===== config.mk =====
export PLATFORM = sky130hd
export DESIGN_NAME = axi4_adapter
export DESIGN_NICKNAME = d
export VERILOG_FILES = /design/src/source/axi_pkg.sv /design/src/source/adapter_pkg.sv /design/src/source/adapter_ctrl.sv /design/src/source/axi4_adapter.sv /design/src/source/r_line_collector.sv /design/src/source/w_beat_sender.sv
export VERILOG_INCLUDE_DIRS = /design/src /design/src/source
export SDC_FILE = /design/constraint.sdc
export NUM_CORES = 1
export LEC_CHECK = 0
export ABC_AREA = 0
export BUFFER_PORTS_ARGS = -buffer_cell sky130_fd_sc_hd__buf_2
export CAP_MARGIN = 5
export CORE_AREA = 10 10 322 324
export CTS_BUF_LIST = sky130_fd_sc_hd__clkbuf_8
export CTS_CLUSTER_DIAMETER = 100
export DETAILED_ROUTE_END_ITERATION = 8
export DIE_AREA = 0 0 332 334
export GPL_TIMING_DRIVEN = 0
export PLACE_DENSITY = 0.36
export SLEW_MARGIN = 20
export SYNTH_ARGS = -nofsm -noshare
export SYNTH_HDL_FRONTEND = slang
export SYNTH_SLANG_ARGS = --single-unit

===== constraint.sdc =====
create_clock -name clk_i -period 8.15 [get_ports clk_i]
set_input_delay 1.63 -clock clk_i [delete_from_list [all_inputs] [get_ports clk_i]]
set_output_delay 1.63 -clock clk_i [all_outputs]
set_load 0.02 [all_outputs]

===== src/source/axi4_adapter_cfg.svh =====
// widths must divide evenly: LINE_WIDTH a whole number of beats, data width a multiple of 8
`ifndef AXI4_ADAPTER_CFG_SVH
`define AXI4_ADAPTER_CFG_SVH

// --------------------
// line geometry
// --------------------
// cache line width in bits
`define LINE_WIDTH 256
// low address bits cleared on a line read, log2 of the line size in bytes
`define LINE_BYTE_OFFSET 5

// --------------------
// AXI widths
// --------------------
`define AXI_DATA_WIDTH 64
`define AXI_ADDR_WIDTH 32
`define AXI_ID_WIDTH 4

`endif


===== src/source/axi_pkg.sv =====
// AXI4 field types for this bridge only; lock, prot, region, qos and user are not carried
`include "axi4_adapter_cfg.svh"

package axi_pkg;

  // --------------------
  // channel fields
  // --------------------
  typedef logic [`AXI_ADDR_WIDTH-1:0]   axi_addr_t;
  typedef logic [`AXI_DATA_WIDTH-1:0]   axi_data_t;
  typedef logic [`AXI_DATA_WIDTH/8-1:0] axi_strb_t;
  typedef logic [`AXI_ID_WIDTH-1:0]     axi_id_t;
  typedef logic [7:0]                   axi_len_t;
  typedef logic [2:0]                   axi_size_t;
  typedef logic [1:0]                   axi_burst_t;
  typedef logic [1:0]                   axi_resp_t;
  typedef logic [3:0]                   axi_cache_t;

  // --------------------
  // encodings
  // --------------------
  // incrementing burst, used for both single beats and lines
  localparam axi_burst_t BURST_INCR = 2'b01;

  localparam axi_resp_t RESP_OKAY = 2'b00;

  // normal non-cacheable bufferable is not needed, modifiable is enough
  localparam axi_cache_t CACHE_MODIFIABLE = 4'b0010;

endpackage


===== src/source/adapter_pkg.sv =====
// request-side types; a line is BEATS_PER_LINE whole AXI beats, word 0 at the lowest address
`include "axi4_adapter_cfg.svh"

package adapter_pkg;

  localparam int unsigned BEATS_PER_LINE = `LINE_WIDTH / `AXI_DATA_WIDTH;
  localparam int unsigned BEAT_IDX_WIDTH = (BEATS_PER_LINE > 1) ? $clog2(BEATS_PER_LINE) : 1;

  // beat position inside a line
  typedef logic [BEAT_IDX_WIDTH-1:0] beat_idx_t;

  typedef axi_pkg::axi_data_t [BEATS_PER_LINE-1:0] line_data_t;
  typedef axi_pkg::axi_strb_t [BEATS_PER_LINE-1:0] line_strb_t;

  typedef enum logic {
    REQ_SINGLE = 1'b0,
    REQ_LINE   = 1'b1
  } req_kind_t;

  // WAIT_AW, WAIT_W and WAIT_AW_W name what is still missing of a write
  typedef enum logic [2:0] {
    IDLE,
    WAIT_AW,
    WAIT_W,
    WAIT_AW_W,
    WAIT_B,
    WAIT_R,
    READ_DONE
  } ctrl_state_t;

endpackage


===== src/source/adapter_ctrl.sv =====
// request inputs must stay stable until gnt_o; a B with an ID other than the AW ID is not taken
`include "axi4_adapter_cfg.svh"

module adapter_ctrl (
  input  logic                   clk_i,
  input  logic                   rst_ni,
  input  logic                   req_i,
  input  adapter_pkg::req_kind_t kind_i,
  input  logic                   we_i,
  input  axi_pkg::axi_addr_t     addr_i,
  input  axi_pkg::axi_size_t     size_i,
  input  axi_pkg::axi_id_t       id_i,
  input  logic                   w_done_i,
  input  logic                   r_last_seen_i,
  input  logic                   aw_ready_i,
  input  logic                   ar_ready_i,
  input  logic                   b_valid_i,
  input  axi_pkg::axi_id_t       b_id_i,
  output logic                   w_start_o,
  output logic                   r_start_o,
  output logic                   aw_valid_o,
  output axi_pkg::axi_addr_t     aw_addr_o,
  output axi_pkg::axi_len_t      aw_len_o,
  output axi_pkg::axi_size_t     aw_size_o,
  output axi_pkg::axi_burst_t    aw_burst_o,
  output axi_pkg::axi_cache_t    aw_cache_o,
  output axi_pkg::axi_id_t       aw_id_o,
  output logic                   ar_valid_o,
  output axi_pkg::axi_addr_t     ar_addr_o,
  output axi_pkg::axi_len_t      ar_len_o,
  output axi_pkg::axi_size_t     ar_size_o,
  output axi_pkg::axi_burst_t    ar_burst_o,
  output axi_pkg::axi_cache_t    ar_cache_o,
  output axi_pkg::axi_id_t       ar_id_o,
  output logic                   b_ready_o,
  output logic                   gnt_o,
  output logic                   busy_o,
  output logic                   b_resp_valid_o
);

  import axi_pkg::*;
  import adapter_pkg::*;

  // keeps the bits above the line offset
  localparam axi_addr_t LINE_MASK = {`AXI_ADDR_WIDTH{1'b1}} << `LINE_BYTE_OFFSET;

  ctrl_state_t state_q, state_d;
  axi_id_t     aw_id_q;
  axi_len_t    burst_len;

  // --------------------
  // address channels
  // --------------------
  assign burst_len = (kind_i == REQ_LINE) ? axi_len_t'(BEATS_PER_LINE - 1) : '0;

  assign aw_addr_o  = addr_i;
  assign aw_len_o   = burst_len;
  assign aw_size_o  = size_i;
  assign aw_burst_o = BURST_INCR;
  assign aw_cache_o = CACHE_MODIFIABLE;
  assign aw_id_o    = id_i;

  // line reads start at the line base
  assign ar_addr_o  = (kind_i == REQ_LINE) ? (addr_i & LINE_MASK) : addr_i;
  assign ar_len_o   = burst_len;
  assign ar_size_o  = size_i;
  assign ar_burst_o = BURST_INCR;
  assign ar_cache_o = CACHE_MODIFIABLE;
  assign ar_id_o    = id_i;

  assign busy_o = (state_q != IDLE);

  // only the response to our own write is accepted
  assign b_ready_o      = (state_q == WAIT_B) && (b_id_i == aw_id_q);
  assign b_resp_valid_o = b_ready_o && b_valid_i;

  // --------------------
  // state machine
  // --------------------
  always_comb begin
    state_d    = state_q;
    aw_valid_o = 1'b0;
    ar_valid_o = 1'b0;
    w_start_o  = 1'b0;
    r_start_o  = 1'b0;
    gnt_o      = 1'b0;

    case (state_q)
      IDLE: begin
        if (req_i && we_i) begin
          aw_valid_o = 1'b1;
          w_start_o  = 1'b1;
          // AW and the last W beat may finish in either order
          case ({aw_ready_i, w_done_i})
            2'b11: begin
              gnt_o   = 1'b1;
              state_d = WAIT_B;
            end
            2'b10:   state_d = WAIT_W;
            2'b01:   state_d = WAIT_AW;
            default: state_d = WAIT_AW_W;
          endcase
        end else if (req_i) begin
          ar_valid_o = 1'b1;
          if (ar_ready_i) begin
            gnt_o     = 1'b1;
            r_start_o = 1'b1;
            state_d   = WAIT_R;
          end
        end
      end

      WAIT_AW_W: begin
        aw_valid_o = 1'b1;
        case ({aw_ready_i, w_done_i})
          2'b11: begin
            gnt_o   = 1'b1;
            state_d = WAIT_B;
          end
          2'b10:   state_d = WAIT_W;
          2'b01:   state_d = WAIT_AW;
          default: state_d = WAIT_AW_W;
        endcase
      end

      // W burst already complete
      WAIT_AW: begin
        aw_valid_o = 1'b1;
        if (aw_ready_i) begin
          gnt_o   = 1'b1;
          state_d = WAIT_B;
        end
      end

      WAIT_W: begin
        if (w_done_i) begin
          gnt_o   = 1'b1;
          state_d = WAIT_B;
        end
      end

      WAIT_B: begin
        if (b_resp_valid_o) begin
          state_d = IDLE;
        end
      end

      WAIT_R: begin
        if (r_last_seen_i) begin
          state_d = READ_DONE;
        end
      end

      // collector returns the line in this cycle
      READ_DONE: state_d = IDLE;

      default: state_d = IDLE;
    endcase
  end

  always_ff @(posedge clk_i or negedge rst_ni) begin
    if (!rst_ni) begin
      state_q <= IDLE;
    end else begin
      state_q <= state_d;
    end
  end

  // ID of the write in flight, matched against B
  always_ff @(posedge clk_i) begin
    if (aw_valid_o && aw_ready_i) begin
      aw_id_q <= id_i;
    end
  end

endmodule


===== src/source/axi4_adapter.sv =====
// one transaction in flight; b_resp_i is not interpreted, so every write response completes
module axi4_adapter (
  input  logic                    clk_i,
  input  logic                    rst_ni,

  // request side
  input  logic                    req_i,
  input  adapter_pkg::req_kind_t  kind_i,
  input  logic                    we_i,
  input  axi_pkg::axi_addr_t      addr_i,
  input  axi_pkg::axi_size_t      size_i,
  input  axi_pkg::axi_id_t        id_i,
  input  adapter_pkg::line_data_t wdata_i,
  input  adapter_pkg::line_strb_t be_i,
  output logic                    gnt_o,
  output logic                    busy_o,
  output logic                    valid_o,
  output adapter_pkg::line_data_t rdata_o,
  output axi_pkg::axi_id_t        id_o,

  // write address
  output logic                    aw_valid_o,
  input  logic                    aw_ready_i,
  output axi_pkg::axi_addr_t      aw_addr_o,
  output axi_pkg::axi_len_t       aw_len_o,
  output axi_pkg::axi_size_t      aw_size_o,
  output axi_pkg::axi_burst_t     aw_burst_o,
  output axi_pkg::axi_cache_t     aw_cache_o,
  output axi_pkg::axi_id_t        aw_id_o,

  // write data
  output logic                    w_valid_o,
  input  logic                    w_ready_i,
  output axi_pkg::axi_data_t      w_data_o,
  output axi_pkg::axi_strb_t      w_strb_o,
  output logic                    w_last_o,

  // write response
  input  logic                    b_valid_i,
  output logic                    b_ready_o,
  input  axi_pkg::axi_id_t        b_id_i,
  input  axi_pkg::axi_resp_t      b_resp_i,

  // read address
  output logic                    ar_valid_o,
  input  logic                    ar_ready_i,
  output axi_pkg::axi_addr_t      ar_addr_o,
  output axi_pkg::axi_len_t       ar_len_o,
  output axi_pkg::axi_size_t      ar_size_o,
  output axi_pkg::axi_burst_t     ar_burst_o,
  output axi_pkg::axi_cache_t     ar_cache_o,
  output axi_pkg::axi_id_t        ar_id_o,

  // read data
  input  logic                    r_valid_i,
  output logic                    r_ready_o,
  input  axi_pkg::axi_data_t      r_data_i,
  input  axi_pkg::axi_id_t        r_id_i,
  input  logic                    r_last_i
);

  // controller handshakes with the two data-path blocks
  logic w_start;
  logic w_done;
  logic r_start;
  logic r_last_seen;
  logic b_resp_valid;

  adapter_ctrl u_adapter_ctrl (
    .clk_i          (clk_i),
    .rst_ni         (rst_ni),
    .req_i          (req_i),
    .kind_i         (kind_i),
    .we_i           (we_i),
    .addr_i         (addr_i),
    .size_i         (size_i),
    .id_i           (id_i),
    .w_done_i       (w_done),
    .r_last_seen_i  (r_last_seen),
    .aw_ready_i     (aw_ready_i),
    .ar_ready_i     (ar_ready_i),
    .b_valid_i      (b_valid_i),
    .b_id_i         (b_id_i),
    .w_start_o      (w_start),
    .r_start_o      (r_start),
    .aw_valid_o     (aw_valid_o),
    .aw_addr_o      (aw_addr_o),
    .aw_len_o       (aw_len_o),
    .aw_size_o      (aw_size_o),
    .aw_burst_o     (aw_burst_o),
    .aw_cache_o     (aw_cache_o),
    .aw_id_o        (aw_id_o),
    .ar_valid_o     (ar_valid_o),
    .ar_addr_o      (ar_addr_o),
    .ar_len_o       (ar_len_o),
    .ar_size_o      (ar_size_o),
    .ar_burst_o     (ar_burst_o),
    .ar_cache_o     (ar_cache_o),
    .ar_id_o        (ar_id_o),
    .b_ready_o      (b_ready_o),
    .gnt_o          (gnt_o),
    .busy_o         (busy_o),
    .b_resp_valid_o (b_resp_valid)
  );

  w_beat_sender u_w_beat_sender (
    .clk_i     (clk_i),
    .rst_ni    (rst_ni),
    .start_i   (w_start),
    .kind_i    (kind_i),
    .wdata_i   (wdata_i),
    .be_i      (be_i),
    .w_ready_i (w_ready_i),
    .w_valid_o (w_valid_o),
    .w_data_o  (w_data_o),
    .w_strb_o  (w_strb_o),
    .w_last_o  (w_last_o),
    .done_o    (w_done)
  );

  r_line_collector u_r_line_collector (
    .clk_i          (clk_i),
    .rst_ni         (rst_ni),
    .start_i        (r_start),
    .kind_i         (kind_i),
    .r_valid_i      (r_valid_i),
    .r_data_i       (r_data_i),
    .r_id_i         (r_id_i),
    .r_last_i       (r_last_i),
    .b_resp_valid_i (b_resp_valid),
    .b_id_i         (b_id_i),
    .r_ready_o      (r_ready_o),
    .last_seen_o    (r_last_seen),
    .valid_o        (valid_o),
    .rdata_o        (rdata_o),
    .id_o           (id_o)
  );

endmodule


===== src/source/r_line_collector.sv =====
// R beats arrive in address order; rdata_o holds the last read line until the next read
module r_line_collector (
  input  logic                    clk_i,
  input  logic                    rst_ni,
  input  logic                    start_i,
  input  adapter_pkg::req_kind_t  kind_i,
  input  logic                    r_valid_i,
  input  axi_pkg::axi_data_t      r_data_i,
  input  axi_pkg::axi_id_t        r_id_i,
  input  logic                    r_last_i,
  input  logic                    b_resp_valid_i,
  input  axi_pkg::axi_id_t        b_id_i,
  output logic                    r_ready_o,
  output logic                    last_seen_o,
  output logic                    valid_o,
  output adapter_pkg::line_data_t rdata_o,
  output axi_pkg::axi_id_t        id_o
);

  import axi_pkg::*;
  import adapter_pkg::*;

  logic       active_q;
  req_kind_t  kind_q;
  beat_idx_t  cnt_q;
  logic       valid_q;
  logic       r_hs;
  beat_idx_t  widx;
  line_data_t line_q;
  axi_id_t    id_q;

  assign r_ready_o   = active_q;
  assign r_hs        = r_valid_i && active_q;
  assign last_seen_o = r_hs && r_last_i;

  // a single read always lands in word 0
  assign widx = (kind_q == REQ_LINE) ? cnt_q : '0;

  // --------------------
  // response mux
  // --------------------
  assign valid_o = valid_q || b_resp_valid_i;
  assign id_o    = valid_q ? id_q : b_id_i;
  assign rdata_o = line_q;

  always_ff @(posedge clk_i or negedge rst_ni) begin
    if (!rst_ni) begin
      active_q <= 1'b0;
      kind_q   <= REQ_SINGLE;
      cnt_q    <= '0;
      valid_q  <= 1'b0;
    end else begin
      valid_q <= last_seen_o;
      if (start_i) begin
        // request inputs may change after the AR grant
        active_q <= 1'b1;
        kind_q   <= kind_i;
        cnt_q    <= '0;
      end else if (r_hs) begin
        if (r_last_i) begin
          active_q <= 1'b0;
        end else begin
          cnt_q <= beat_idx_t'(cnt_q + 1'b1);
        end
      end
    end
  end

  // line buffer and captured ID
  always_ff @(posedge clk_i) begin
    if (r_hs) begin
      line_q[widx] <= r_data_i;
    end
    if (last_seen_o) begin
      id_q <= r_id_i;
    end
  end

endmodule


===== src/source/w_beat_sender.sv =====
// wdata_i, be_i and kind_i are read live and must hold until the last W beat is accepted
module w_beat_sender (
  input  logic                    clk_i,
  input  logic                    rst_ni,
  input  logic                    start_i,
  input  adapter_pkg::req_kind_t  kind_i,
  input  adapter_pkg::line_data_t wdata_i,
  input  adapter_pkg::line_strb_t be_i,
  input  logic                    w_ready_i,
  output logic                    w_valid_o,
  output axi_pkg::axi_data_t      w_data_o,
  output axi_pkg::axi_strb_t      w_strb_o,
  output logic                    w_last_o,
  output logic                    done_o
);

  import adapter_pkg::*;

  localparam beat_idx_t LAST_BEAT = beat_idx_t'(BEATS_PER_LINE - 1);

  logic      busy_q;
  beat_idx_t cnt_q;
  beat_idx_t idx;

  // first beat goes out in the start cycle
  assign idx       = busy_q ? cnt_q : '0;
  assign w_valid_o = start_i || busy_q;
  assign w_data_o  = wdata_i[idx];
  assign w_strb_o  = be_i[idx];
  assign w_last_o  = (kind_i == REQ_SINGLE) || (idx == LAST_BEAT);
  assign done_o    = w_valid_o && w_ready_i && w_last_o;

  always_ff @(posedge clk_i or negedge rst_ni) begin
    if (!rst_ni) begin
      busy_q <= 1'b0;
      cnt_q  <= '0;
    end else if (w_valid_o) begin
      if (w_ready_i) begin
        busy_q <= !w_last_o;
        cnt_q  <= w_last_o ? '0 : beat_idx_t'(idx + 1'b1);
      end else begin
        // stalled beat stays on the bus
        busy_q <= 1'b1;
        cnt_q  <= idx;
      end
    end
  end

endmodule


==> impl_results.md <==
- Via-to-Cell Ratio: 3.56
- Vias in the first global route: 11800
- Width of the die: 332 um
- Htree depth: 2
- Worst Tran Pin Value: 0.923 ns
- Post-DR wirelength/cell: 23.4 um
- DRT iter0 DRCs: 647
- DR pass1 iterations: 5
- Critical Path RT: 6.52 ns
- CTS tree: done
- Pwr per Cell Area: 226 nW/um^2
- Post-Place Cells: 3010
- Post-synth EDFFs: 264
- Final Non-Filler Cells: 3105
- Rel. slew slack: 0.385
- Largest net degree at the start of global routing: 22
- DP Wirelength: 63.9 mm
- Lkg Pwr: 7.91 nW
- Critical path class: flip-flop to output pin
- WHS Endpoint: u_r_line_collector.kind_q
- Max Cap Viol: 0
- Fin. max-slew vios: 0
- Reg-to-reg slack, setup: 4.97 ns
- Max Root-Sink Buffers: 3
- CTS Root Cell: clkbuf_8
- Yosys cell types: 49
- Layout Nets: 2186
- R2R Path End: u_adapter_ctrl.state_q[2]
- #FFs+latches synth: 275
- TritonCTS buffer count: 48
- Yosys warning total: 0
- Worst VDD drop: 0.0879 mV
- CTS sink cnt: 275
- # hold bufs at CTS: 0
- # fillers: 10900
- Total track usage: 0.124
- Period utilization: 0.668
- Critical path arrival: 3.81 ns
- Seq/Total Area, Yosys: 0.699
- Die Ht: 334 um
- Cell Rows: 115
- Startpoint types: flip-flop
- Postcts setup bufs: 0
- Hold depth: 1
- Buffers on Ports: 802
- Resize count post-CTS: 0
- Overall power: 4.22 mW
- Worst Hold Class: flip-flop to flip-flop
- FFs w/ async S/R, synth: 0.0400
- Die ar.: 111000 um^2
- Post-route DRC: 0
- Synthesized netlist cell count: 873
- Fin Setup TNS: 0 ns
- Antenna violations before repair: 65
- Min cycle time layout: 5.44 ns
- Final setup fails: 0
- I/O pins: 859
- Worst hold margin: 0.563 ns
- Clk slew on worst S/H paths: 0.06 ns
- DR vias: 11000
- Clock Skew: 0.0409 ns
- Share of cells above drive strength 1: 0.566
- Worst r2r path cells: 8
- Clk Latency, worst-skew pair: 0.64 ns
- Fmax: 0.184 GHz
- Mean post-synth cell area: 13.4 um^2
- Cell Area, Synth: 11700 um^2
- GRT overflow: 0
- RSZ-0062 raised after global routing: false
- Min-delay src: u_r_line_collector.kind_q
- Status: finished clean
- P&R area growth vs syn: 59.5%
- Placer congestion estimate: 0.854
- FF-to-FF Start: u_w_beat_sender.busy_q
- Initial Utilization: 0.120
- Synth Flop Type: edfxtp_1
- Final WL: 72.8 mm
- CP Capture Type: output pin
- Core Area: 97600 um^2
- Final ANT Viol Nets: 0
- Worst-path fanout max: 10
- Hold Fails Final Rpt: 0
- First-pass GRT wire length: 97.7 mm
==> through the flow <==
stage                     area (um^2)  utilization  setup WS, ns
after floorplan                 11800            -          1.15
after global placement          17400        0.179         -3.65
after detailed placement        17800        0.182          3.28
after CTS                       18700        0.191          2.50
after global routing            18700        0.192          2.43
final                           18700        0.192          2.71
==> final cells by class <==
cell class / count / area (um^2) / share of cell area
inverters: 6 / 22.5 / 0.00120
diodes: 13 / 32.5 / 0.00174
clock inverters: 34 / 231 / 0.0124
clock buffers: 48 / 661 / 0.0353
well taps: 1287 / 1610 / 0.0861
flip-flops and latches: 275 / 8200 / 0.438
repair buffers: 828 / 4330 / 0.232
multi-input cells: 465 / 2650 / 0.142
plain buffers: 149 / 965 / 0.0516
==> worst max-delay path, cell delays in order (launching register included) <==
cell and delay (ns):
dfrtp_1 0.45, nand2_1 0.47, clkbuf_1 0.75, inv_1 0.12, ha_1 0.23, nand2b_1 0.27
and4_1 0.30, o21a_1 0.20, a31o_1 0.20, buf_2 0.17
==> cell families (layout without fill, tap and decap cells) <==
group / after synthesis / count (layout) / synth area share
simple gates: 263 / 263 / 0.107
compound gates: 166 / 166 / 0.0986
other cells: 2 / 37 / 0.000640
buf+inv: 155 / 1065 / 0.0842
xor+xnor: 6 / 6 / 0.00448
flops: 275 / 275 / 0.699
mux: 5 / 5 / 0.00480
fa+ha+maj: 1 / 1 / 0.00107
==> power by group <==
group          total (mW)  switching, mW  internal [mW]
Sequential           1.74         0.0523           1.68
Combinational        1.30          0.879          0.416
Clock                1.19          0.573          0.619
Total                4.22           1.50           2.72
==> cells in the final DEF, fill, tap and decap left out, types with 2 or more instances in the layout <==
cell / synthesis / routed
nand3_1: 3 / 3
bufinv_16: 0 / 2
nor2b_1: 81 / 81
a21o_1: 2 / 2
mux2_2: 4 / 4
nand2_1: 153 / 153
dfrtp_1: 11 / 11
buf_4: 103 / 120
buf_12: 0 / 3
inv_2: 2 / 2
clkinv_8: 0 / 2
o21ai_0: 2 / 2
nor2_4: 0 / 2
clkbuf_8: 0 / 48
a211oi_1: 72 / 72
xnor2_1: 5 / 5
inv_1: 4 / 13
buf_6: 0 / 2
clkinv_2: 0 / 7
a31oi_1: 73 / 73
o21ai_1: 2 / 2
nor3b_2: 1 / 2
and2_1: 2 / 2
diode_2: 0 / 13
buf_16: 0 / 4
clkinv_1: 0 / 12
buf_2: 15 / 817
conb_1: 2 / 24
o21a_1: 3 / 3
nor2_1: 9 / 7
nor3_2: 1 / 2
clkbuf_1: 31 / 31
edfxtp_1: 264 / 264
==> Yosys cell counts, types with 2 or more instances <==
cell type,number,area (um^2)
a211oi_1,72,541
a21o_1,2,15.0
a31oi_1,73,457
and2_1,2,12.5
buf_2,15,75.1
buf_4,103,773
clkbuf_1,31,116
conb_1,2,7.51
dfrtp_1,11,275
edfxtp_1,264,7930
inv_1,4,15.0
inv_2,2,7.51
mux2_2,4,45.0
nand2_1,153,574
nand3_1,3,15.0
nor2_1,9,33.8
nor2b_1,81,507
nor3_1,2,10.0
nor3b_1,2,15.0
o21a_1,3,22.5
o21ai_0,2,10.0
o21ai_1,2,10.0
xnor2_1,5,43.8
==> routing by layer <==
| metal | GRT usage | vias to the layer above | share of wire |
|---|---|---|---|
| li1 | - | 4920 | - |
| met1 | 0.127 | 5244 | 0.35 |
| met2 | 0.229 | 724 | 0.52 |
| met3 | 0.0482 | 148 | 0.099 |
| met4 | 0.0363 | 10 | 0.029 |
| met5 | 0 | - | 0.0010 |
==> worst max path at each step <==
stage / start / end / slack, ns / depth (start not counted)
CTS: u_w_beat_sender.busy_q / gnt_o / 2.50 / 9
finish: u_w_beat_sender.busy_q / gnt_o / 2.71 / 9
floorplan: r_valid_i / u_r_line_collector.rdata_o[128] / 1.15 / 2
detailed placement: u_w_beat_sender.busy_q / gnt_o / 3.28 / 9
global placement: r_valid_i / u_r_line_collector.rdata_o[184] / -3.65 / 3
global route: u_w_beat_sender.busy_q / gnt_o / 2.43 / 9
==> registers in the layout, indices dropped and copies added, names as in the netlist <==
register and flops:
u_adapter_ctrl.aw_id_q 4, u_adapter_ctrl.state_q 3, u_r_line_collector.cnt_q 2, u_r_line_collector.id_q 4
u_r_line_collector.kind_q 1, u_r_line_collector.r_ready_o 1, u_r_line_collector.rdata_o 256, u_r_line_collector.valid_q 1
u_w_beat_sender.busy_q 1, u_w_beat_sender.cnt_q 2
(Power assumes the default switching activity.)
